[config.mk]
export PLATFORM = sky130hd
export DESIGN_NAME = uart_tx
export DESIGN_NICKNAME = d
export VERILOG_FILES = /design/src/fpga_core_pkg.sv /design/src/uart_tx.sv
export SDC_FILE = /design/constraint.sdc
export NUM_CORES = 1
export LEC_CHECK = 0
export BUFFER_PORTS_ARGS = -buffer_cell sky130_fd_sc_hd__buf_4
export CORE_ASPECT_RATIO = 0.6
export CORE_UTILIZATION = 30
export CTS_BUF_LIST = sky130_fd_sc_hd__clkbuf_8
export CTS_CLUSTER_DIAMETER = 100
export DETAILED_ROUTE_END_ITERATION = 12
export PLACE_DENSITY = 0.53
export RECOVER_POWER = 25
export SYNTH_ARGS = -nofsm -noshare
export SYNTH_HDL_FRONTEND = slang
export SYNTH_SLANG_ARGS = --single-unit
[constraint.sdc]
create_clock -name clk -period 2.55 [get_ports clk]
set_input_delay 0.1275 -clock clk [delete_from_list [all_inputs] [get_ports clk]]
set_output_delay 0.1275 -clock clk [all_outputs]
set_load 0.03 [all_outputs]
[src/fpga_core_pkg.sv]
// Shared timing and sizing constants for the network test board core; imported by each block
package fpga_core_pkg;

    // UART timing
    // 50 MHz system clock at 115200 bps gives 434 cycles per bit
    localparam logic [15:0] UART_BIT_CYCLES = 16'd434;

    // UART character width, 8N1 framing
    localparam int UART_DATA_W = 8;

    // GMII frame buffer
    // 2048 entries, each one byte plus an end-of-frame marker
    localparam int GMII_FIFO_ADDR_W = 11;

    // Longest frame accepted into the buffer, in bytes
    // Anything longer is dropped whole and counted as bad
    localparam int GMII_MAX_FRAME = 1536;

    // Minimum idle gap between transmitted frames
    // Counted in enabled cycles only, so it tracks the PHY byte rate
    localparam logic [7:0] GMII_IFG = 8'd12;

endpackage

[src/uart_tx.sv]
// UART 8N1 transmitter; takes bytes on a valid/ready pair and shifts them out LSB first
`timescale 1ns/100ps

module uart_tx (
    input  logic                                 clk,
    input  logic                                 rst_n,
    input  logic [fpga_core_pkg::UART_DATA_W-1:0] data,
    input  logic                                 valid,
    output logic                                 ready,
    output logic                                 txd
);

    import fpga_core_pkg::*;

    logic                 busy;
    logic [15:0]          cnt;
    logic [3:0]           bits_left;
    // Data bits followed by the stop bit
    logic [UART_DATA_W:0] shreg;

    assign ready = !busy;

    always_ff @(posedge clk or negedge rst_n) begin
        if (!rst_n) begin
            busy      <= 1'b0;
            txd       <= 1'b1;
            cnt       <= '0;
            bits_left <= '0;
            shreg     <= '1;
        end else if (!busy) begin
            if (valid) begin
                // Start bit goes out right away
                busy      <= 1'b1;
                txd       <= 1'b0;
                shreg     <= {1'b1, data};
                cnt       <= UART_BIT_CYCLES - 16'd1;
                bits_left <= 4'(UART_DATA_W + 1);
            end
        end else if (cnt != '0) begin
            cnt <= cnt - 16'd1;
        end else if (bits_left == '0) begin
            // End of stop bit
            busy <= 1'b0;
        end else begin
            txd       <= shreg[0];
            shreg     <= {1'b1, shreg[UART_DATA_W:1]};
            bits_left <= bits_left - 4'd1;
            cnt       <= UART_BIT_CYCLES - 16'd1;
        end
    end

    // Line idles high whenever a new byte may be taken
    assert property (@(posedge clk) disable iff (!rst_n)
        ready |-> txd);

endmodule
**Yosys cells after proc, flatten, opt, wreduce, memory -nomap -nowiden**

Cells that the tools add are included.

- Add/subtract/negate cells: 2
- Eq/ne operators: 3
- Muxes and demuxes: 20
- Reduce and logical (&&, ||, !) cells: 6

Operators with widths:

| operator | count |
|---|---|
| $mux W16 | 4 |
| $mux W9 | 4 |
| $mux W4 | 4 |
| $reduce_bool A16 Y1 | 1 |
| $sub A16 B1 Y16 const B | 1 |
| $mux W1 | 8 |
| $logic_not A4 Y1 | 1 |
| $ne A2 B2 Y1 const B | 2 |
| $sub A4 B1 Y4 const B | 1 |
| $ne A3 B3 Y1 const B | 1 |
| $reduce_and A3 Y1 | 1 |
| $reduce_and A2 Y1 | 1 |
| $reduce_bool A2 Y1 | 1 |
| $logic_not A1 Y1 | 1 |

- Register bits: 31
- Input port bits: 11
- Output and inout bits: 2
- Word-level logic and storage cells: 36

**Logic depth before layout (Yosys ltp)**

- Depth in word-level cells: 4
- Depth in mapped cells: 9
- Mapped depth without buffers: 8

**Worst setup path before layout**

Ideal clock, no wire load.

- Path type: reg-to-reg
- Start: reg cnt[11]
- End: reg cnt[15]
- Library setup time: 0.073 ns
- Arrival time: 2.041 ns
- Data required time: 2.477 ns
- Path slack: 0.436 ns
- Stages on the path, launching flop included: 6
- Path buffers: 0
- Period minus slack after synthesis: 2.114 ns
- Path through: dfrtp_1 -> or4_1 -> or3_1 -> or3_1 -> or3_1 -> a21oi_2

- Cells in the longest elaborated chain, start to end: 3
- Elaborated cells between the ends (all ways): 6
- Those cells by class: 1 x add/sub; 1 x eq/ne; 2 x mux; 2 x reduce/logical

Ends and longest elaborated chain:

| item | line | text |
|---|---|---|
| from (decl) | uart_tx.sv:16 | `logic [15:0] cnt;` |
| from (signal assigned) | uart_tx.sv:36 | `cnt <= UART_BIT_CYCLES - 16'd1;` |
| from (signal assigned) | uart_tx.sv:40 | `cnt <= cnt - 16'd1;` |
| from (signal assigned) | uart_tx.sv:48 | `cnt <= UART_BIT_CYCLES - 16'd1;` |
| $sub A16 B1 Y16 or $reduce_bool A16 Y1 (tied branches) | uart_tx.sv:40, uart_tx.sv:39 |  |
| $mux W16 or $ne A3 B3 Y1 (tied branches) | n/a |  |
| $mux W16 or $reduce_and A2 Y1 (tied branches) | n/a |  |

Parallel ways exist; a longest one is shown, timed or not.
A chain may end at the register's enable or synchronous reset.

**Worst setup path in the final report**

Same ends and word-level chain as after synthesis.

==> results.cfg <==
[min_path]
hp-start = data[7]
hold_end = shreg[7]
hold_class = primary input to flop
min_path_cells = 2

[worst_setup_path]
path_max_fanout = 4
r2r-end = cnt[15]
rrSetupSlack_ns = 0.31
critPathCaptureType = flop
reg2reg_depth = 5
timing.rr.start = cnt[11]
critPathKind = flop to flop
worstPathRequired_ns = 2.75
startpoint_type = flop
cp_data_arrival_time_ns = 2.45

[timing]
rsz0062_at_grt = false
max_freq_ghz = 0.446
clock_skew_ns = 0.00499
slew_viol_final = 31
fin_crit_ns = 2.24
relSlewSlack = -0.111
setup_viol = 0
tns_ns = 0
worstMarginPinSlew_ns = 1.67
fin_crit_sh = 0.879
hold_viol_final = 0

[final_layout]
layout-drive-gt1-share = 0.208
post-route-cell-area_mm2 = 0.00183
nets = 192
insertedDiodeCount = 0
synthToLayoutAreaGrowth_pct = 19.0
layout.cells.non_filler = 241

[global_routing]
grt_antenna_before_repair = 0
grt.total_usage = 0.148
grt_max_degree = 31
grt_overflow = 0
grt_pass1_wl_um = 6020
grt_pass1_vias = 1210

[clocking]
cts_buffers = 5
cts_setup_buffers = 0
htree_levels = 2
cts_root_buffer = clkbuf_8
cts_buffer_depth = 2
path_clk_slew_ns = 0.06
clk_latency_ns = 0.27
cts_sinks = 30
tritoncts = done

[placement]
hpwl_um = 2580
routabilityCongestion = 0.822
placed_cells = 233
place_area_mm2 = 0.00173
io_buffers = 12

[yosys]
async_flop_share = 1.00
yosysUniqueCellTypes = 39
syn-cell-area_mm2 = 0.00154
avgSynthCellArea_um2 = 9.73
synth_fp_nets = 172
synth.yosys.seq_area_share = 0.496
ys.warnings.count = 0
ys_ff_latch = 30
syn_inst = 158
synth-main-ff-cell = dfrtp_1
synth_edf_count = 0

[status]
violations = capacitance limit, slew limit
status = complete, but fails checks

[route]
ant_nets = 0
via_count = 1218
routedWlPerCell_um = 14.5
firstDrtPassIters = 4
via_per_inst = 5.05
route.final.wire_length_um = 3480
drc = 0
dr.first_iter.drc_count = 63

[power]
ir_worst_vdd_mv = 0.353
power_density_mw_per_mm2 = 874
p_leak_nw = 0.833

[flow_run]
maxCapViolCount = 1

[die]
core_mm2 = 0.00475
fp.dieW_um = 94.4
die_y_um = 57.5
dieArea_mm2 = 0.00543
num_io_pins = 13
fp-row-count = 19
start_util = 0.323
==> layer usage <==
metal | part of all wire | global-route usage
met3 | 0.033 | 0.0480
met4 | 0.0063 | 0.0396
met5 | 0 | 0
met1 | 0.58 | 0.237
met2 | 0.38 | 0.182
==> placed cells by master, fill, tap and decap left out, types with 2 or more instances in the layout <==
| master | count |
|---|---|
| and3_1 | 2 |
| nor4_1 | 6 |
| inv_1 | 9 |
| dfrtp_1 | 21 |
| nor2_1 | 18 |
| mux2i_1 | 8 |
| buf_4 | 17 |
| o22ai_1 | 2 |
| a211oi_1 | 2 |
| nand2b_1 | 2 |
| dfstp_2 | 9 |
| nand3_1 | 5 |
| clkbuf_8 | 6 |
| xnor2_1 | 6 |
| or4_1 | 3 |
| ha_1 | 3 |
| a21oi_1 | 15 |
| nand2_1 | 6 |
| o21ai_0 | 8 |
| nor3_1 | 5 |
| or3_1 | 5 |
==> metrics by stage <==
stage	setup slack, ns	power (mW)	util	hold slack [ns]
finish	0.309	1.60	0.385	0.0908
global route	0.0425	1.73	0.385	0.0888
CTS	0.315	1.62	0.384	0.0847
detailed placement	0.328	1.23	0.364	0.0857
global placement	0.318	1.22	0.364	0.0766
floorplan	0.436	1.09	-	-0.168
==> flip-flops by register name, indices dropped and copies added (netlist names) <==
name / flops
bits_left: 4
shreg: 8
busy: 1
txd: 1
cnt: 16
==> worst max-delay path, stage by stage, from the launching register on <==
cell and delay (ns):
dfrtp_1 0.42, or4_1 0.56, or3_1 0.36, or3_1 0.37, or3_1 0.33, a21oi_2 0.14
==> power breakdown <==
| part | internal (mW) | switching [mW] | total (mW) |
|---|---|---|---|
| registers | 0.664 | 0.156 | 0.820 |
| logic | 0.200 | 0.209 | 0.408 |
| clock network | 0.210 | 0.162 | 0.372 |
==> how the worst max path moves through the flow <==
| stage | startpoint | endpoint | slack (ns) | depth (start not counted) |
|---|---|---|---|---|
| floorplan | cnt[11] | cnt[15] | 0.44 | 5 |
| global placement | cnt[11] | cnt[15] | 0.32 | 5 |
| detailed placement | cnt[11] | cnt[15] | 0.33 | 5 |
| CTS | cnt[9] | cnt[15] | 0.31 | 5 |
| global route | cnt[0] | txd | 0.04 | 8 |
| finish | cnt[11] | cnt[15] | 0.31 | 5 |
==> timing repair <==
| item | CTS | global route |
|---|---|---|
| setup endpoints to repair | 0 | 1 |
| endpoints found under the hold margin | 21 | 0 |
| hold buffers | 1 | 0 |
| gates resized for setup | 0 | 1 |
==> area by class of cell <==
class	instances	area, um2
sequential	30	762
tap	63	78.8
multi-input combinational	114	732
timing repair buffer	19	141
inverter	8	30.0
clock inverter	1	3.75
clock buffer	6	82.6
fill	505	2920
==> Yosys cell counts (2+ instances only) <==
| library cell | n | area, um2 |
|---|---|---|
| or3_1 | 5 | 31.3 |
| and3_1 | 2 | 12.5 |
| ha_1 | 3 | 37.5 |
| a211oi_1 | 2 | 15.0 |
| o22ai_1 | 2 | 12.5 |
| nand3_1 | 5 | 25.0 |
| xnor2_1 | 6 | 52.6 |
| o21ai_0 | 8 | 40.0 |
| nor3_1 | 5 | 25.0 |
| buf_2 | 2 | 10.0 |
| dfstp_2 | 9 | 236 |
| mux2i_1 | 8 | 80.1 |
| nor4_1 | 6 | 37.5 |
| nand2_1 | 6 | 22.5 |
| or4_1 | 3 | 22.5 |
| nand2b_1 | 2 | 12.5 |
| nor2_1 | 18 | 67.6 |
| dfrtp_1 | 21 | 526 |
| a21oi_1 | 15 | 75.1 |
| clkbuf_1 | 4 | 15.0 |
| inv_1 | 8 | 30.0 |
==> cell families after synthesis <==
| group | Yosys count | synth area share |
|---|---|---|
| buffers and inverters | 14 | 0.0358 |
| AND/OR/NAND/NOR | 60 | 0.209 |
| adder cells (fa/ha/maj) | 3 | 0.0244 |
| flip-flops | 30 | 0.496 |
| AO/OA/AOI/OAI | 37 | 0.149 |
| XOR/XNOR | 6 | 0.0342 |
| multiplexers | 8 | 0.0521 |
Power figures use the tool's default switching activity.
