**src/fpga_core_pkg.sv**
```systemverilog
// Shared timing and sizing constants for the network test board core; imported by each block
package fpga_core_pkg;

    // UART timing
    // 50 MHz system clock at 115200 bps gives 434 cycles per bit
    localparam logic [15:0] UART_BIT_CYCLES = 16'd434;

    // UART character width, 8N1 framing
    localparam int UART_DATA_W = 8;

    // GMII frame buffer
    // 2048 entries, each one byte plus an end-of-frame marker
    localparam int GMII_FIFO_ADDR_W = 11;

    // Longest frame accepted into the buffer, in bytes
    // Anything longer is dropped whole and counted as bad
    localparam int GMII_MAX_FRAME = 1536;

    // Minimum idle gap between transmitted frames
    // Counted in enabled cycles only, so it tracks the PHY byte rate
    localparam logic [7:0] GMII_IFG = 8'd12;

endpackage

```
**src/uart_rx.sv**
```systemverilog
// UART 8N1 receiver; presents each received byte on a valid/ready pair with sticky error flags
`timescale 1ns/100ps

module uart_rx (
    input  logic                                 clk,
    input  logic                                 rst_n,
    input  logic                                 rxd,
    output logic [fpga_core_pkg::UART_DATA_W-1:0] data,
    output logic                                 valid,
    input  logic                                 ready,
    output logic                                 frame_error,
    output logic                                 overrun
);

    import fpga_core_pkg::*;

    // Two-flop synchronizer plus one more stage for edge detection
    logic rxd_meta;
    logic rxd_sync;
    logic rxd_prev;

    logic                   busy;
    logic [15:0]            cnt;
    logic [3:0]             bit_idx;
    logic [UART_DATA_W-1:0] shreg;

    always_ff @(posedge clk or negedge rst_n) begin
        if (!rst_n) begin
            rxd_meta <= 1'b1;
            rxd_sync <= 1'b1;
            rxd_prev <= 1'b1;
        end else begin
            rxd_meta <= rxd;
            rxd_sync <= rxd_meta;
            rxd_prev <= rxd_sync;
        end
    end

    // bit_idx 0 is the start bit, 1..UART_DATA_W the data, then the stop bit
    always_ff @(posedge clk or negedge rst_n) begin
        if (!rst_n) begin
            busy        <= 1'b0;
            cnt         <= '0;
            bit_idx     <= '0;
            shreg       <= '0;
            data        <= '0;
            valid       <= 1'b0;
            frame_error <= 1'b0;
            overrun     <= 1'b0;
        end else begin
            if (valid && ready) begin
                valid <= 1'b0;
            end

            if (!busy) begin
                // Falling edge only, so a held-low line after a bad stop bit is ignored
                if (rxd_prev && !rxd_sync) begin
                    busy    <= 1'b1;
                    bit_idx <= '0;
                    cnt     <= (UART_BIT_CYCLES >> 1) - 16'd1;
                end
            end else if (cnt != '0) begin
                cnt <= cnt - 16'd1;
            end else if (bit_idx == '0) begin
                // Mid start bit; a high line here was only a glitch
                if (rxd_sync) begin
                    busy <= 1'b0;
                end else begin
                    bit_idx <= 4'd1;
                    cnt     <= UART_BIT_CYCLES - 16'd1;
                end
            end else if (bit_idx <= 4'(UART_DATA_W)) begin
                // LSB arrives first
                shreg   <= {rxd_sync, shreg[UART_DATA_W-1:1]};
                bit_idx <= bit_idx + 4'd1;
                cnt     <= UART_BIT_CYCLES - 16'd1;
            end else begin
                busy <= 1'b0;
                if (!rxd_sync) begin
                    frame_error <= 1'b1;
                end else if (valid && !ready) begin
                    // Previous byte still waiting, this one is lost
                    overrun <= 1'b1;
                end else begin
                    data  <= shreg;
                    valid <= 1'b1;
                end
            end
        end
    end

    // A held byte must survive until the transmitter takes it
    assert property (@(posedge clk) disable iff (!rst_n)
        valid && !ready |=> valid && $stable(data));

endmodule

```
**config.mk**
```make
export PLATFORM = sky130hd
export DESIGN_NAME = uart_rx
export DESIGN_NICKNAME = d
export VERILOG_FILES = /design/src/fpga_core_pkg.sv /design/src/uart_rx.sv
export SDC_FILE = /design/constraint.sdc
export NUM_CORES = 1
export LEC_CHECK = 0
export BUFFER_PORTS_ARGS = -buffer_cell sky130_fd_sc_hd__buf_2
export CAP_MARGIN = 20
export CELL_PAD_IN_SITES_DETAIL_PLACEMENT = 1
export CELL_PAD_IN_SITES_GLOBAL_PLACEMENT = 2
export CORE_ASPECT_RATIO = 1.75
export CORE_MARGIN = 2
export CORE_UTILIZATION = 39
export CTS_CLUSTER_DIAMETER = 80
export DETAILED_ROUTE_END_ITERATION = 10
export HOLD_SLACK_MARGIN = 0.1
export PLACE_DENSITY_LB_ADDON = 0.1
export SYNTH_ARGS = -nofsm -noshare
export SYNTH_HDL_FRONTEND = slang
export SYNTH_SLANG_ARGS = --single-unit
```
**constraint.sdc**
```tcl
create_clock -name clk -period 2.4 [get_ports clk]
set_input_delay 0.48 -clock clk [delete_from_list [all_inputs] [get_ports clk]]
set_output_delay 0.48 -clock clk [all_outputs]
set_load 0.02 [all_outputs]
```
; Yosys cells after proc, flatten, opt, wreduce, memory -nomap -nowiden
; Index checks and enable logic that the tools add are counted.
[word_totals]
reg_bits = 43
in_bits = 4
out_inout_bits = 11
elab_cells = 63
[classes]
add_sub_neg = 2
n_lt_le_gt_ge = 1
eq_ne = 5
n_mux = 25
n_bitwise = 5
reduce_logical = 14
[ops]
columns = operator, count
row1 = $mux 16, 6
row2 = $mux 4, 6
row3 = $reduce_bool 16->1, 1
row4 = $sub 16x1->16 const B, 1
row5 = $mux 1, 13
row6 = $reduce_and 6->1, 2
row7 = $reduce_and 4->1, 2
row8 = $not 1->1, 5
row9 = $reduce_and 5->1, 1
row10 = $add 4x1->4 const B, 1
row11 = $le 4x4->1 const B, 1
row12 = $logic_not 4->1, 1
row13 = $ne 4x1->1 const B, 1
row14 = $ne 4x4->1 const B, 1
row15 = $logic_and 1x1->1, 3
row16 = $ne 3x1->1 const B, 1
row17 = $ne 3x3->1 const B, 1
row18 = $reduce_and 3->1, 1
row19 = $logic_not 1->1, 2
row20 = $ne 2x2->1 const B, 1
row21 = $reduce_bool 2->1, 1

; Longest topological paths before layout
; Gate-level depths: netlist of the first run.
[depth]
word_depth = 8
depth_mapped = 9

; Least setup slack after synthesis of the first run
; No wires, ideal clock.
[synth_timing]
path_type = register to register
from = register cnt[0]
to = register bit_idx[3]
setup_time_ns = 0.065
t_arrival_ns = 2.091
setup_slack_ns = 0.244
path_stages_with_launch = 9
n_path_buf = 1
period_less_slack_ns = 2.156
cell_sequence = dfrtp_1 > inv_1 > ha_1 > nor3b_4 > nand4_2 > or3_1 > buf_2 > a2111oi_2 > o22a_1
[synth_via]
elab_chain_cells = 3
[synth_rtl]
columns = item, line_no
row1 = from (decl), uart_rx.sv:23  ; logic [15:0] cnt;
row2 = from (signal assigned), uart_rx.sv:60  ; cnt <= (UART_BIT_CYCLES >> 1) - 16'd1;
row3 = from (signal assigned), uart_rx.sv:63  ; cnt <= cnt - 16'd1;
row4 = from (signal assigned), uart_rx.sv:70  ; cnt <= UART_BIT_CYCLES - 16'd1;
row5 = $reduce_bool 16->1, uart_rx.sv:62  ; end else if (cnt != '0) begin
row6 = $ne 2x2->1 (no line), --
row7 = $reduce_and 4->1 (no line), --
row8 = to (signal assigned), uart_rx.sv:75  ; bit_idx <= bit_idx + 4'd1;
row9 = to (decl), uart_rx.sv:24  ; logic [3:0] bit_idx;
; Every way passes these cells.
; A chain may end at the register's enable or synchronous reset.

; Final worst setup path of the first run
[layout_timing]
from = register cnt[0]
to = register cnt[13]
[layout_via]
elab_chain_cells = 3
word_cells_on_any_way = 7
[layout_rtl]
columns = item, line_no
row1 = $sub 16x1->16 or $reduce_bool 16->1 (tied branches), "uart_rx.sv:63, uart_rx.sv:62"
row2 = "$mux 16, or another cell as far along", uart_rx.sv:62
row3 = $mux 16 or $reduce_and 3->1 (tied branches), --
; Parallel ways exist; a longest one is shown, timed or not.

==> results.md, run 1 <==
- Max Cap Viol: 0
- Final hold vios: 0
- I/O Pins: 15
- Most common cell after layout, fill and taps aside: dfrtp_1
- Synth top area share: between 40% and 50%
- # Post-CTS Setup Buffers: 0
- DP Wirelength: just over 4000 um
- I/O Buffers: 14
- Worst setup EP type: flip-flop
- First drt pass iteration count: 4
- Pleak: approximately 1.2 nW
- Finished Core Util: around 47%
- CTS Root Buffer Type: clkbuf_8
- Netlist Area Pre-Place: roughly 2100 sq um
- Switching part of the total: about a third
- FP Rows: 35
- Max Slew Vio Count: 0
- Initial Util: around two fifths
- Top_reg_cell synth: dfrtp_1
- Required @ worst endpoint: roughly 2.6 ns
- Relative slew slack: ~59%
- Vias/cell: roughly 5.8
- Number of global-route vias before repair: about 1800
- Critical-path maximum fanout: 5
- WS Path Type: reg2reg
- Worst hold-check path type: in2async
- Synth area leaders: dfrtp_1 (47%), mux2_2 (8.5%), dfstp_2 (3.7%), o21ai_0 (2.8%), nor2_1 (2.8%)
- Most frequent cells in the layout: dfrtp_1 (40), nor2_1 (16), mux2_2 (16)
- Num CTS Buffers: 5
- Nets: around 230
- Sink Count: 43
- Area Growth Syn to Fin: 15.9%
- Die W: ~60 um
- Yosys reg bits: 43
- Routability cong.: approximately 0.80
- Placement Cell Area: 2330 sq um
- Mean Syn Cell Area: 10.8 sq um
- Initial DRC count: 42
- Worst slew pin tran: 0.616 ns
- Flip-flop and latch area: between 1000 and 1500 sq um
- Area of the multi-input gates: between 900 and 1000 sq um
- Fin area: 2460 sq um
- Layout cells sized above 1: 30.7%
- Unrepaired setup endpoints after global routing: no
- Seq/Total Area, Yosys: between 50% and 60%
- Final setup fails: 0
- Arr. time, crit path: roughly 2.5 ns
- Clock Latency Late Sink: just under 0.3 ns
- CTS tree: built
- DRC viols: 0
- Total gr overflow: 0
- Share of flip-flops with an asynchronous set or reset: 100%
- Fmax: 441 MHz
- Worst setup SP type: flip-flop
- Core Region: around 5300 sq um
- Die H: approximately 100 um
- Sequential share of power: 48.2%
- Power density cells: between 800 and 900 nW/um^2
- Peak VDD IR: approximately 0.00033 V
- Fillers: 576
- Status: finished, final reports clean
- Final ANT Viol Nets: 0
- CTS H-Tree Depth: 2
- Total negative slack: 0 ns
- Initial antenna violation count: 0
- Largest net degree at the start of global routing: 44
- Synth warn: 0
- Via Count: ~1600
- Number of flops mapped to enable cells by yosys: 0
- First-pass GRT wire length: just under 9000 um
- Net switching power: between 0.6 and 0.7 mW
- Routed wire length: 5140 um
- Mapped Nets: 203
- Routed len/inst: 18.4 um
- Die ar.: roughly 6000 sq um
- P_int: around 1.4 mW
- Worst-path clk slew: roughly 0.080 ns
- Yosys cell types: 48
- Clock power frac: approximately 28%
- Clk buf depth: 2
- Combinational power share: a little under a quarter
- Ant. Diodes: 0
- Syn Inst Count: 196
- Final min period: 2.27 ns
- Cell type with the highest aggregate area in the netlist: dfrtp_1
- GRT Util Overall: 19.3%
- Fin Clk Skew: between 0.0015 and 0.002 ns
- Period utilisation layout: between 90 and 100%
-- per-stage QoR --
stage | setup slack (ns) | power (mW) | instances | hold WS (ns)
2_1_floorplan | 0.244 | 1.26 | 196 | 0.184
3_3_place_gp | 0.204 | 1.41 | 272 | 0.347
3_5_place_dp | 0.103 | 1.44 | 272 | 0.349
4_1_cts | 0.0935 | 2.01 | 280 | 0.265
5_1_grt | 0.0229 | 2.11 | 280 | 0.267
6_report | 0.132 | 1.98 | 280 | 0.238
-- registers in the layout, indices dropped and copies added (netlist names), 4 cells and up --
register / flops
shreg: 8
data: 8
cnt: 16
bit_idx: 4
-- area by class of cell --
| type | count | share of cell area [%] |
|---|---|---|
| clock buffers | 6 | 2.95 |
| repair buffers | 29 | 7.44 |
| clock inverters | 2 | 1.53 |
| inverters | 11 | 1.68 |
| multi-input cells | 134 | 39.6 |
| flip-flops and latches | 43 | 44.0 |
| well taps | 55 | 2.80 |
-- power by group through the flow --
stage	Combinational (mW)	Sequential (mW)	Clock [mW]
CTS	0.472	0.955	0.584
global route	0.526	0.975	0.606
finish	0.464	0.954	0.563
floorplan	0.311	0.950	0
detailed placement	0.468	0.968	0
global placement	0.447	0.959	0
-- kinds of logic after synthesis --
kind of cell | after synthesis | share of synthesized area (%)
AO/OA/AOI/OAI | 47 | 15.1
XOR/XNOR | 2 | 0.827
adder cells (fa/ha/maj) | 3 | 1.77
buffers and inverters | 19 | 3.72
flip-flops | 43 | 51.0
multiplexers | 18 | 9.45
AND/OR/NAND/NOR | 64 | 18.2
-- metal layers --
| metal | track usage, % | wire, um |
|---|---|---|
| met1 | 19.3 | 1840 |
| met2 | 35.1 | 2940 |
| met3 | 3.96 | 142 |
| met4 | 11.3 | 216 |
| met5 | 0 | 0 |
-- final timing paths --
check / cells past startpoint / endpoint / slack (ns) / start
worst min-delay path: 2 / cnt[12]$_DFFE_PN0P_ / 0.24 / rst_n
worst max register to register: 5 / cnt[13]$_DFFE_PN0P_ / 0.13 / cnt[0]$_DFFE_PN0P_
worst max-delay path: 5 / cnt[13]$_DFFE_PN0P_ / 0.13 / cnt[0]$_DFFE_PN0P_
max in group asynchronous: 2 / rxd_prev$_DFF_PN1_ / 1.79 / rst_n
min in group clk: 1 / rxd_meta$_DFF_PN1_ / 0.27 / rxd
worst min register to register: 0 / rxd_sync$_DFF_PN1_ / 0.36 / rxd_meta$_DFF_PN1_
-- synthesized netlist by cell type, types with 3 or more instances --
| cell type | n |
|---|---|
| clkbuf_1 | 4 |
| nor3_1 | 3 |
| a21oi_1 | 8 |
| nand2_1 | 12 |
| a211oi_1 | 3 |
| mux2_2 | 16 |
| or3_1 | 5 |
| ha_1 | 3 |
| dfrtp_1 | 40 |
| nor4_1 | 3 |
| inv_1 | 11 |
| a21o_1 | 3 |
| dfstp_2 | 3 |
| a31oi_1 | 5 |
| nor2_1 | 16 |
| nand3_1 | 5 |
| nand2b_1 | 3 |
| buf_2 | 3 |
| o21ai_0 | 12 |
-- repair_timing --
| item | in CTS | in global routing |
|---|---|---|
| resized for setup | 0 | 3 |
| endpoints found under the setup margin | 0 | 3 |
| hold buffers | 0 | 0 |
-- critical path: stages, from the launching register on --
cell,delay [ns]
dfrtp_1,0.43
or4_1,0.56
a2111oi_2,0.40
o2111ai_2,0.24
or3_1,0.37
a21oi_1,0.19
No activity file was read; power rests on OpenSTA's default activity.
==> run 2: changes to the inputs <==
--- a/config.mk
+++ b/config.mk
@@ -15,7 +15,7 @@
 export CTS_CLUSTER_DIAMETER = 80
 export DETAILED_ROUTE_END_ITERATION = 10
 export HOLD_SLACK_MARGIN = 0.1
-export PLACE_DENSITY_LB_ADDON = 0.1
+export PLACE_DENSITY_LB_ADDON = 0.08
 export SYNTH_ARGS = -nofsm -noshare
 export SYNTH_HDL_FRONTEND = slang
 export SYNTH_SLANG_ARGS = --single-unit
==> constraint.sdc (replaced) <==
create_clock -name clk -period 2.2 [get_ports clk]
set_input_delay 0.44 -clock clk [delete_from_list [all_inputs] [get_ports clk]]
set_output_delay 0.44 -clock clk [all_outputs]
set_load 0.02 [all_outputs]
==> run 2 against run 1 <==
  * Combinational power increased by 54%
  * Highest routed layer unchanged
  * Cell count up 8.2%
  * Critical path type unchanged
  * Largest power group unchanged
  * Count of clock-buffer cells in the layout stayed put
  * Power increased by 21%
  * Flip-flop and latch count stayed put
  * Non-clock buffer count up 23
  * First-iteration DRC count increased by 100%
==> results.md, run 2 (synthesis gave the netlist of run 1 again) <==
- Num CTS Buffers: 5 (unchanged)
- Final ANT Viol Nets: 0 (unchanged)
- DP Wirelength: 4130 um (was 4030 um)
- Most common cell after layout, fill and taps aside: dfrtp_1 (unchanged)
- Via Count: 1733 (was 1616)
- Die W: 59.7 um (unchanged)
- Worst setup EP type: flip-flop (unchanged)
- DRC viols: 0 (unchanged)
- Worst setup SP type: flip-flop (unchanged)
- Area Growth Syn to Fin: 28.7% (was 15.9%)
- CTS Hold Buffers Added: 0 (unchanged)
- Slowest stage cell, crit path: or3_4 (was or4_1)
- Flip-flop and latch area: 1080 sq um (unchanged)
- Worst path max stage delay: 0.40 ns (was 0.56 ns)
- I/O Buffers: 14 (unchanged)
- Arr. time, crit path: 2.38 ns (was 2.48 ns)
- Most frequent cells in the layout: dfrtp_1 (40), buf_4 (35), nor2_1 (16), mux2_2 (16), buf_2 (14) (was dfrtp_1 (40), nor2_1 (16), mux2_2 (16))
- CTS tree: built (unchanged)
- Layout cells sized above 1: 40.7% (was 30.7%)
- Worst slew pin tran: 0.826 ns (was 0.616 ns)
- Critical-path maximum fanout: 4 (was 5)
- Max Cap Viol: 0 (unchanged)
- Area of the multi-input gates: 1050 sq um (was 973 sq um)
- Power density cells: 878 nW/um^2 (was 806 nW/um^2)
- First-pass GRT wire length: 9250 um (was 8740 um)
- Vias/cell: 5.72 (was 5.77)
- Finished Core Util: 51.9% (was 46.7%)
- Period utilisation layout: 97.3% (was 94.5%)
- Initial antenna violation count: 0 (unchanged)
- Clk buf depth: 2 (unchanged)
- Die H: 101 um (unchanged)
- Unrepaired setup endpoints after global routing: yes (was no)
- FP Rows: 35 (unchanged)
- Total gr overflow: 0 (unchanged)
- Peak VDD IR: 0.000457 V (was 0.000332 V)
- Pleak: 1.30 nW (was 1.17 nW)
- Clock Latency Late Sink: 0.31 ns (was 0.29 ns)
- Final hold vios: 0 (unchanged)
- GRT Util Overall: 20.5% (was 19.3%)
- I/O Pins: 15 (unchanged)
- Final min period: 2.14 ns (was 2.27 ns)
- Non-filler cells, final: 303 (was 280)
- Relative slew slack: 44.9% (was 58.5%)
- Worst-path clk slew: 0.09 ns (was 0.08 ns)
- Top flop regs: cnt: 16 flops, data: 8 flops, shreg: 8 flops (unchanged)
- First drt pass iteration count: 4 (unchanged)
- CTS Root Buffer Type: clkbuf_8 (unchanged)
- Largest net degree at the start of global routing: 37 (was 44)
- CTS H-Tree Depth: 2 (unchanged)
- Required @ worst endpoint: 2.44 ns (was 2.61 ns)
- Worst hold-check path type: in2async (unchanged)
- Number of global-route vias before repair: 1936 (was 1838)
- Fillers: 589 (was 576)
- Worst Path Buf+Inv: 1 (was 0)
- Crit-path cells: inv_1, ha_2, and4bb_2, a31o_2, or3_4, a2111oi_4, o22a_1 (was or4_1, a2111oi_2, o2111ai_2, or3_1, a21oi_1)
- Final setup fails: 0 (unchanged)
- Routability cong.: 0.792 (was 0.799)
- Ant. Diodes: 0 (unchanged)
- Sink Count: 43 (unchanged)
- Core Region: 5260 sq um (unchanged)
- Initial DRC count: 84 (was 42)
- Largest register by flop count: cnt (unchanged)
- CP delay by family, top: compound AO/OA/AOI/OAI gates (was simple AND/OR/NAND/NOR gates)
- Status: finished, final reports clean (unchanged)
- Fin Clk Skew: 0.0139 ns (was 0.00181 ns)
- Die ar.: 6060 sq um (unchanged)
- Initial Util: 40.3% (unchanged)
- Routed wire length: 5740 um (was 5140 um)
- Placed insts: 286 (was 272)
- Max FFs per register: 16 (unchanged)
- WS Path Type: reg2reg (unchanged)
- Nets: 254 (was 231)
- Max Slew Vio Count: 0 (unchanged)
- Fmax: 467 MHz (was 441 MHz)
- Routed len/inst: 18.9 um (was 18.4 um)
run 2: cell count changes in the layout (fill, tap and decap cells not counted), sizes merged:
| cell | previous run | this run |
|---|---|---|
| clkinvlp | 1 | 0 |
| inv | 11 | 12 |
| buf | 29 | 52 |
run 2: metal layers:
metal	GRT usage [%]	share of wire, %
met1	21.0	36
met2	39.5	61
met3	2.81	1.6
met4	8.21	1.5
met5	0	0
run 2: layout make-up:
cell class                 instances  area share (%)
sequential                        43            39.6
clock inverter                     2            1.42
inverter                          11            1.51
multi-input combinational        134            38.5
tap                               55            2.52
timing repair buffer              52            13.4
clock buffer                       6            3.03
run 2: report_power, final:
group / switching (mW) / internal, mW
clock: 0.292 / 0.374
combinational: 0.369 / 0.344
sequential: 0.113 / 0.902
total: 0.774 / 1.62
run 2: final timing paths:
path	start	to	slack [ns]	depth (start not counted)
max in group asynchronous	rst_n	data[4]$_DFFE_PN0P_	1.38	2
setup reg to reg	bit_idx[1]$_DFFE_PN0P_	bit_idx[3]$_DFFE_PN0P_	0.06	7
hold reg to reg	rxd_meta$_DFF_PN1_	rxd_sync$_DFF_PN1_	0.36	0
min in group clk	rxd	rxd_meta$_DFF_PN1_	0.23	1
setup / recovery	bit_idx[1]$_DFFE_PN0P_	bit_idx[3]$_DFFE_PN0P_	0.06	7
hold / removal	rst_n	cnt[8]$_DFFE_PN0P_	0.22	1
run 2: what timing repair did:
item	CTS	global route
setup endpoints to repair	16	21
gates resized for setup	5	14
gates cloned	0	0
pin swaps	1	3
buffers inserted	2	7
run 2: per-stage QoR:
| stage | cell area, sq um | TNS [ns] | hold WS (ns) | worst slack (ns) | power [mW] |
|---|---|---|---|---|---|
| global route | 2730 | -0.00198 | 0.222 | -0.00120 | 2.54 |
| detailed placement | 2440 | -0.117 | 0.352 | -0.0724 | 1.67 |
| CTS | 2610 | 0 | 0.223 | 0.000356 | 2.36 |
| finish | 2730 | 0 | 0.219 | 0.0594 | 2.39 |
| global placement | 2440 | 0 | 0.347 | 0.0436 | 1.62 |
| floorplan | 2120 | 0 | 0.144 | 0.0436 | 1.38 |
==> run 3: changes to the inputs <==
==> constraint.sdc (replaced) <==
create_clock -name clk -period 2.43 [get_ports clk]
set_input_delay 0.486 -clock clk [delete_from_list [all_inputs] [get_ports clk]]
set_output_delay 0.486 -clock clk [all_outputs]
set_load 0.02 [all_outputs]
==> run 3 against run 2 <==
  * Global-route usage shrank 1.7 points
  * Register-to-register slack gained 0.08 ns
  * Critical endpoint unchanged
  * Clock skew shrank 0.0029 ns
  * Sequential share of layout area grew 4.9 points
  * Die area is the same
  * Design area shrank 11%
  * Worst setup slack gained 0.076 ns
  * Non-clock buffer count shrank 26
==> results.md, run 3 (synthesis gave the netlist of run 1 again) <==
- Status: finished, final reports clean (unchanged)
- Crit-path cells: inv_1, ha_1, nor3b_4, nand4_2, or3_4, a2111oi_2, o22a_1 (was inv_1, ha_2, and4bb_2, a31o_2, or3_4, a2111oi_4, o22a_1)
- Slowest stage cell, crit path: or3_4 (unchanged)
- Initial antenna violation count: 0 (unchanged)
- M1 wire length: 2010 um (was 2080 um)
- Area Growth Syn to Fin: 14.5% (was 28.7%)
- CTS Root Buffer Type: clkbuf_8 (unchanged)
- Worst-path clk slew: 0.09 ns (about the same)
- Core Region: 5260 sq um (unchanged)
- R2r startpoint: cnt[0]$_DFFE_PN0P_ (was bit_idx[1]$_DFFE_PN0P_)
- Clk buf depth: 2 (unchanged)
- Fmax: 436 MHz (was 467 MHz)
- FF-to-FF path depth: 7 (unchanged)
- WHS: 0.126 ns (was 0.219 ns)
- Period utilisation layout: 94.4% (was 97.3%)
- Clock Latency Late Sink: 0.30 ns (was 0.31 ns)
- Layout cells sized above 1: 28.8% (was 40.7%)
- Max Slew Vio Count: 0 (unchanged)
- Worst slew pin tran: 0.563 ns (was 0.826 ns)
- Vias/cell: 5.75 (was 5.72)
- I/O Buffers: 14 (unchanged)
- Max FFs per register: 16 (unchanged)
- Via Count: 1593 (was 1733)
- Initial DRC count: 52 (was 84)
- Largest register by flop count: cnt (unchanged)
- Final min period: 2.29 ns (was 2.14 ns)
- Largest net degree at the start of global routing: 25 (was 37)
- Final ANT Viol Nets: 0 (unchanged)
- Worst setup SP type: flip-flop (unchanged)
- Top flop regs: cnt: 16 flops, data: 8 flops, shreg: 8 flops (unchanged)
- Routed wire length: 5080 um (was 5740 um)
- First drt pass iteration count: 4 (unchanged)
- Ant. Diodes: 0 (unchanged)
- Most common cell after layout, fill and taps aside: dfrtp_1 (unchanged)
- Fin area: 2420 sq um (was 2730 sq um)
- Fin Clk Skew: 0.0110 ns (was 0.0139 ns)
- Worst hold-check path type: in2async (unchanged)
- Worst setup EP type: flip-flop (unchanged)
- CTS H-Tree Depth: 2 (unchanged)
- Num CTS Buffers: 5 (unchanged)
- I/O Pins: 15 (unchanged)
- Reg2reg setup slack: 0.14 ns (was 0.06 ns)
- DRC viols: 0 (unchanged)
- Final setup fails: 0 (unchanged)
- Nets: 228 (was 254)
- Unrepaired setup endpoints after global routing: no (was yes)
- DP Wirelength: 3930 um (was 4130 um)
- Met3 WL post-DR: 85 um (was 90 um)
- Die H: 101 um (unchanged)
- Final hold vios: 0 (unchanged)
- First-pass GRT wire length: 8550 um (was 9250 um)
- Critical-path maximum fanout: 8 (was 4)
- Placement Cell Area: 2310 sq um (was 2440 sq um)
- Required @ worst endpoint: 2.68 ns (was 2.44 ns)
- Number of global-route vias before repair: 1780 (was 1936)
- CTS tree: built (unchanged)
- Total gr overflow: 0 (unchanged)
- Routability cong.: 0.769 (was 0.792)
- Most frequent cells in the layout: dfrtp_1 (40), nor2_1 (16), mux2_2 (16) (was dfrtp_1 (40), buf_4 (35), nor2_1 (16), mux2_2 (16), buf_2 (14))
- WL met2: 2890 um (was 3480 um)
- Finished Core Util: 46.1% (was 51.9%)
- Total negative slack: 0 ns (unchanged)
- Sink Count: 43 (unchanged)
- Max Cap Viol: 0 (unchanged)
- R2r endpoint: bit_idx[3]$_DFFE_PN0P_ (unchanged)
- Initial Util: 40.3% (unchanged)
- Die W: 59.7 um (unchanged)
- Power density cells: 807 nW/um^2 (was 878 nW/um^2)
- Arr. time, crit path: 2.54 ns (was 2.38 ns)
- Relative slew slack: 62.1% (was 44.9%)
- Uppermost layer routed: met4 (unchanged)
- WS Path Type: reg2reg (unchanged)
- Peak VDD IR: 0.000422 V (was 0.000457 V)
- FP Rows: 35 (unchanged)
- Fillers: 602 (was 589)
- Die ar.: 6060 sq um (unchanged)
- Pleak: 1.16 nW (was 1.30 nW)
- Worst path max stage delay: 0.45 ns (was 0.40 ns)
- Routed len/inst: 18.3 um (was 18.9 um)
- GRT Util Overall: 18.8% (was 20.5%)
run 3: changes by cell type in the layout (fill, tap and decap cells not counted), moves of 2 or more:
cell       delta
a2111oi_2     +2
inv_2         -2
buf_6         -3
a2111oi_4     -2
inv_1         +2
ha_1          +2
buf_4        -23
run 3: worst max-delay path, delay by kind of cell (launching register included):
family / cells / cell delay, ns
simple gates: 3 / 0.94
fa+ha+maj: 1 / 0.19
flops: 1 / 0.43
buf+inv: 1 / 0.10
compound gates: 2 / 0.57
run 3: cell type report:
cell class	count	area, sq um	area share (%)
clock inverter	2	37.5	1.55
tap	55	68.8	2.84
inverter	11	41.3	1.70
sequential	43	1080	44.5
multi-input combinational	134	965	39.8
clock buffer	6	72.6	2.99
timing repair buffer	26	160	6.60
run 3: where the power goes:
group / internal [mW] / switching, mW
Sequential: 0.817 / 0.131
Clock: 0.307 / 0.257
Combinational: 0.210 / 0.235
run 3: worst max path at each step:
stage	slack [ns]	to	from	cells past startpoint
after floorplan	0.27	bit_idx[3]$_DFFE_PN0P_	cnt[0]$_DFFE_PN0P_	8
after global placement	0.19	bit_idx[3]$_DFFE_PN0P_	cnt[7]$_DFFE_PN0P_	5
after detailed placement	0.1	bit_idx[3]$_DFFE_PN0P_	cnt[0]$_DFFE_PN0P_	7
after CTS	0.08	bit_idx[3]$_DFFE_PN0P_	cnt[0]$_DFFE_PN0P_	7
after global routing	0.002	cnt[5]$_DFFE_PN0P_	cnt[1]$_DFFE_PN0P_	8
final	0.14	bit_idx[3]$_DFFE_PN0P_	cnt[0]$_DFFE_PN0P_	7
run 3: metrics by stage:
step	cells	setup WS (ns)	total power [mW]
2_1_floorplan	196	0.274	1.25
3_3_place_gp	269	0.194	1.38
3_5_place_dp	269	0.0992	1.41
4_1_cts	277	0.0839	1.98
5_1_grt	277	0.00189	2.06
6_report	277	0.135	1.96
run 3: repair_timing:
action | CTS | global route
setup buffers | 0 | 0
setup endpoints to repair | 0 | 1
hold buffers | 0 | 0
gates resized for setup | 0 | 1
endpoints found under the hold margin | 0 | 0
run 3: per-layer routing:
metal / global-route usage (%) / vias to the layer above
li1: - / 754
met4: 7.01 / 0
met3: 2.81 / 8
met2: 34.9 / 16
met1: 20.8 / 815
met5: 0 / -
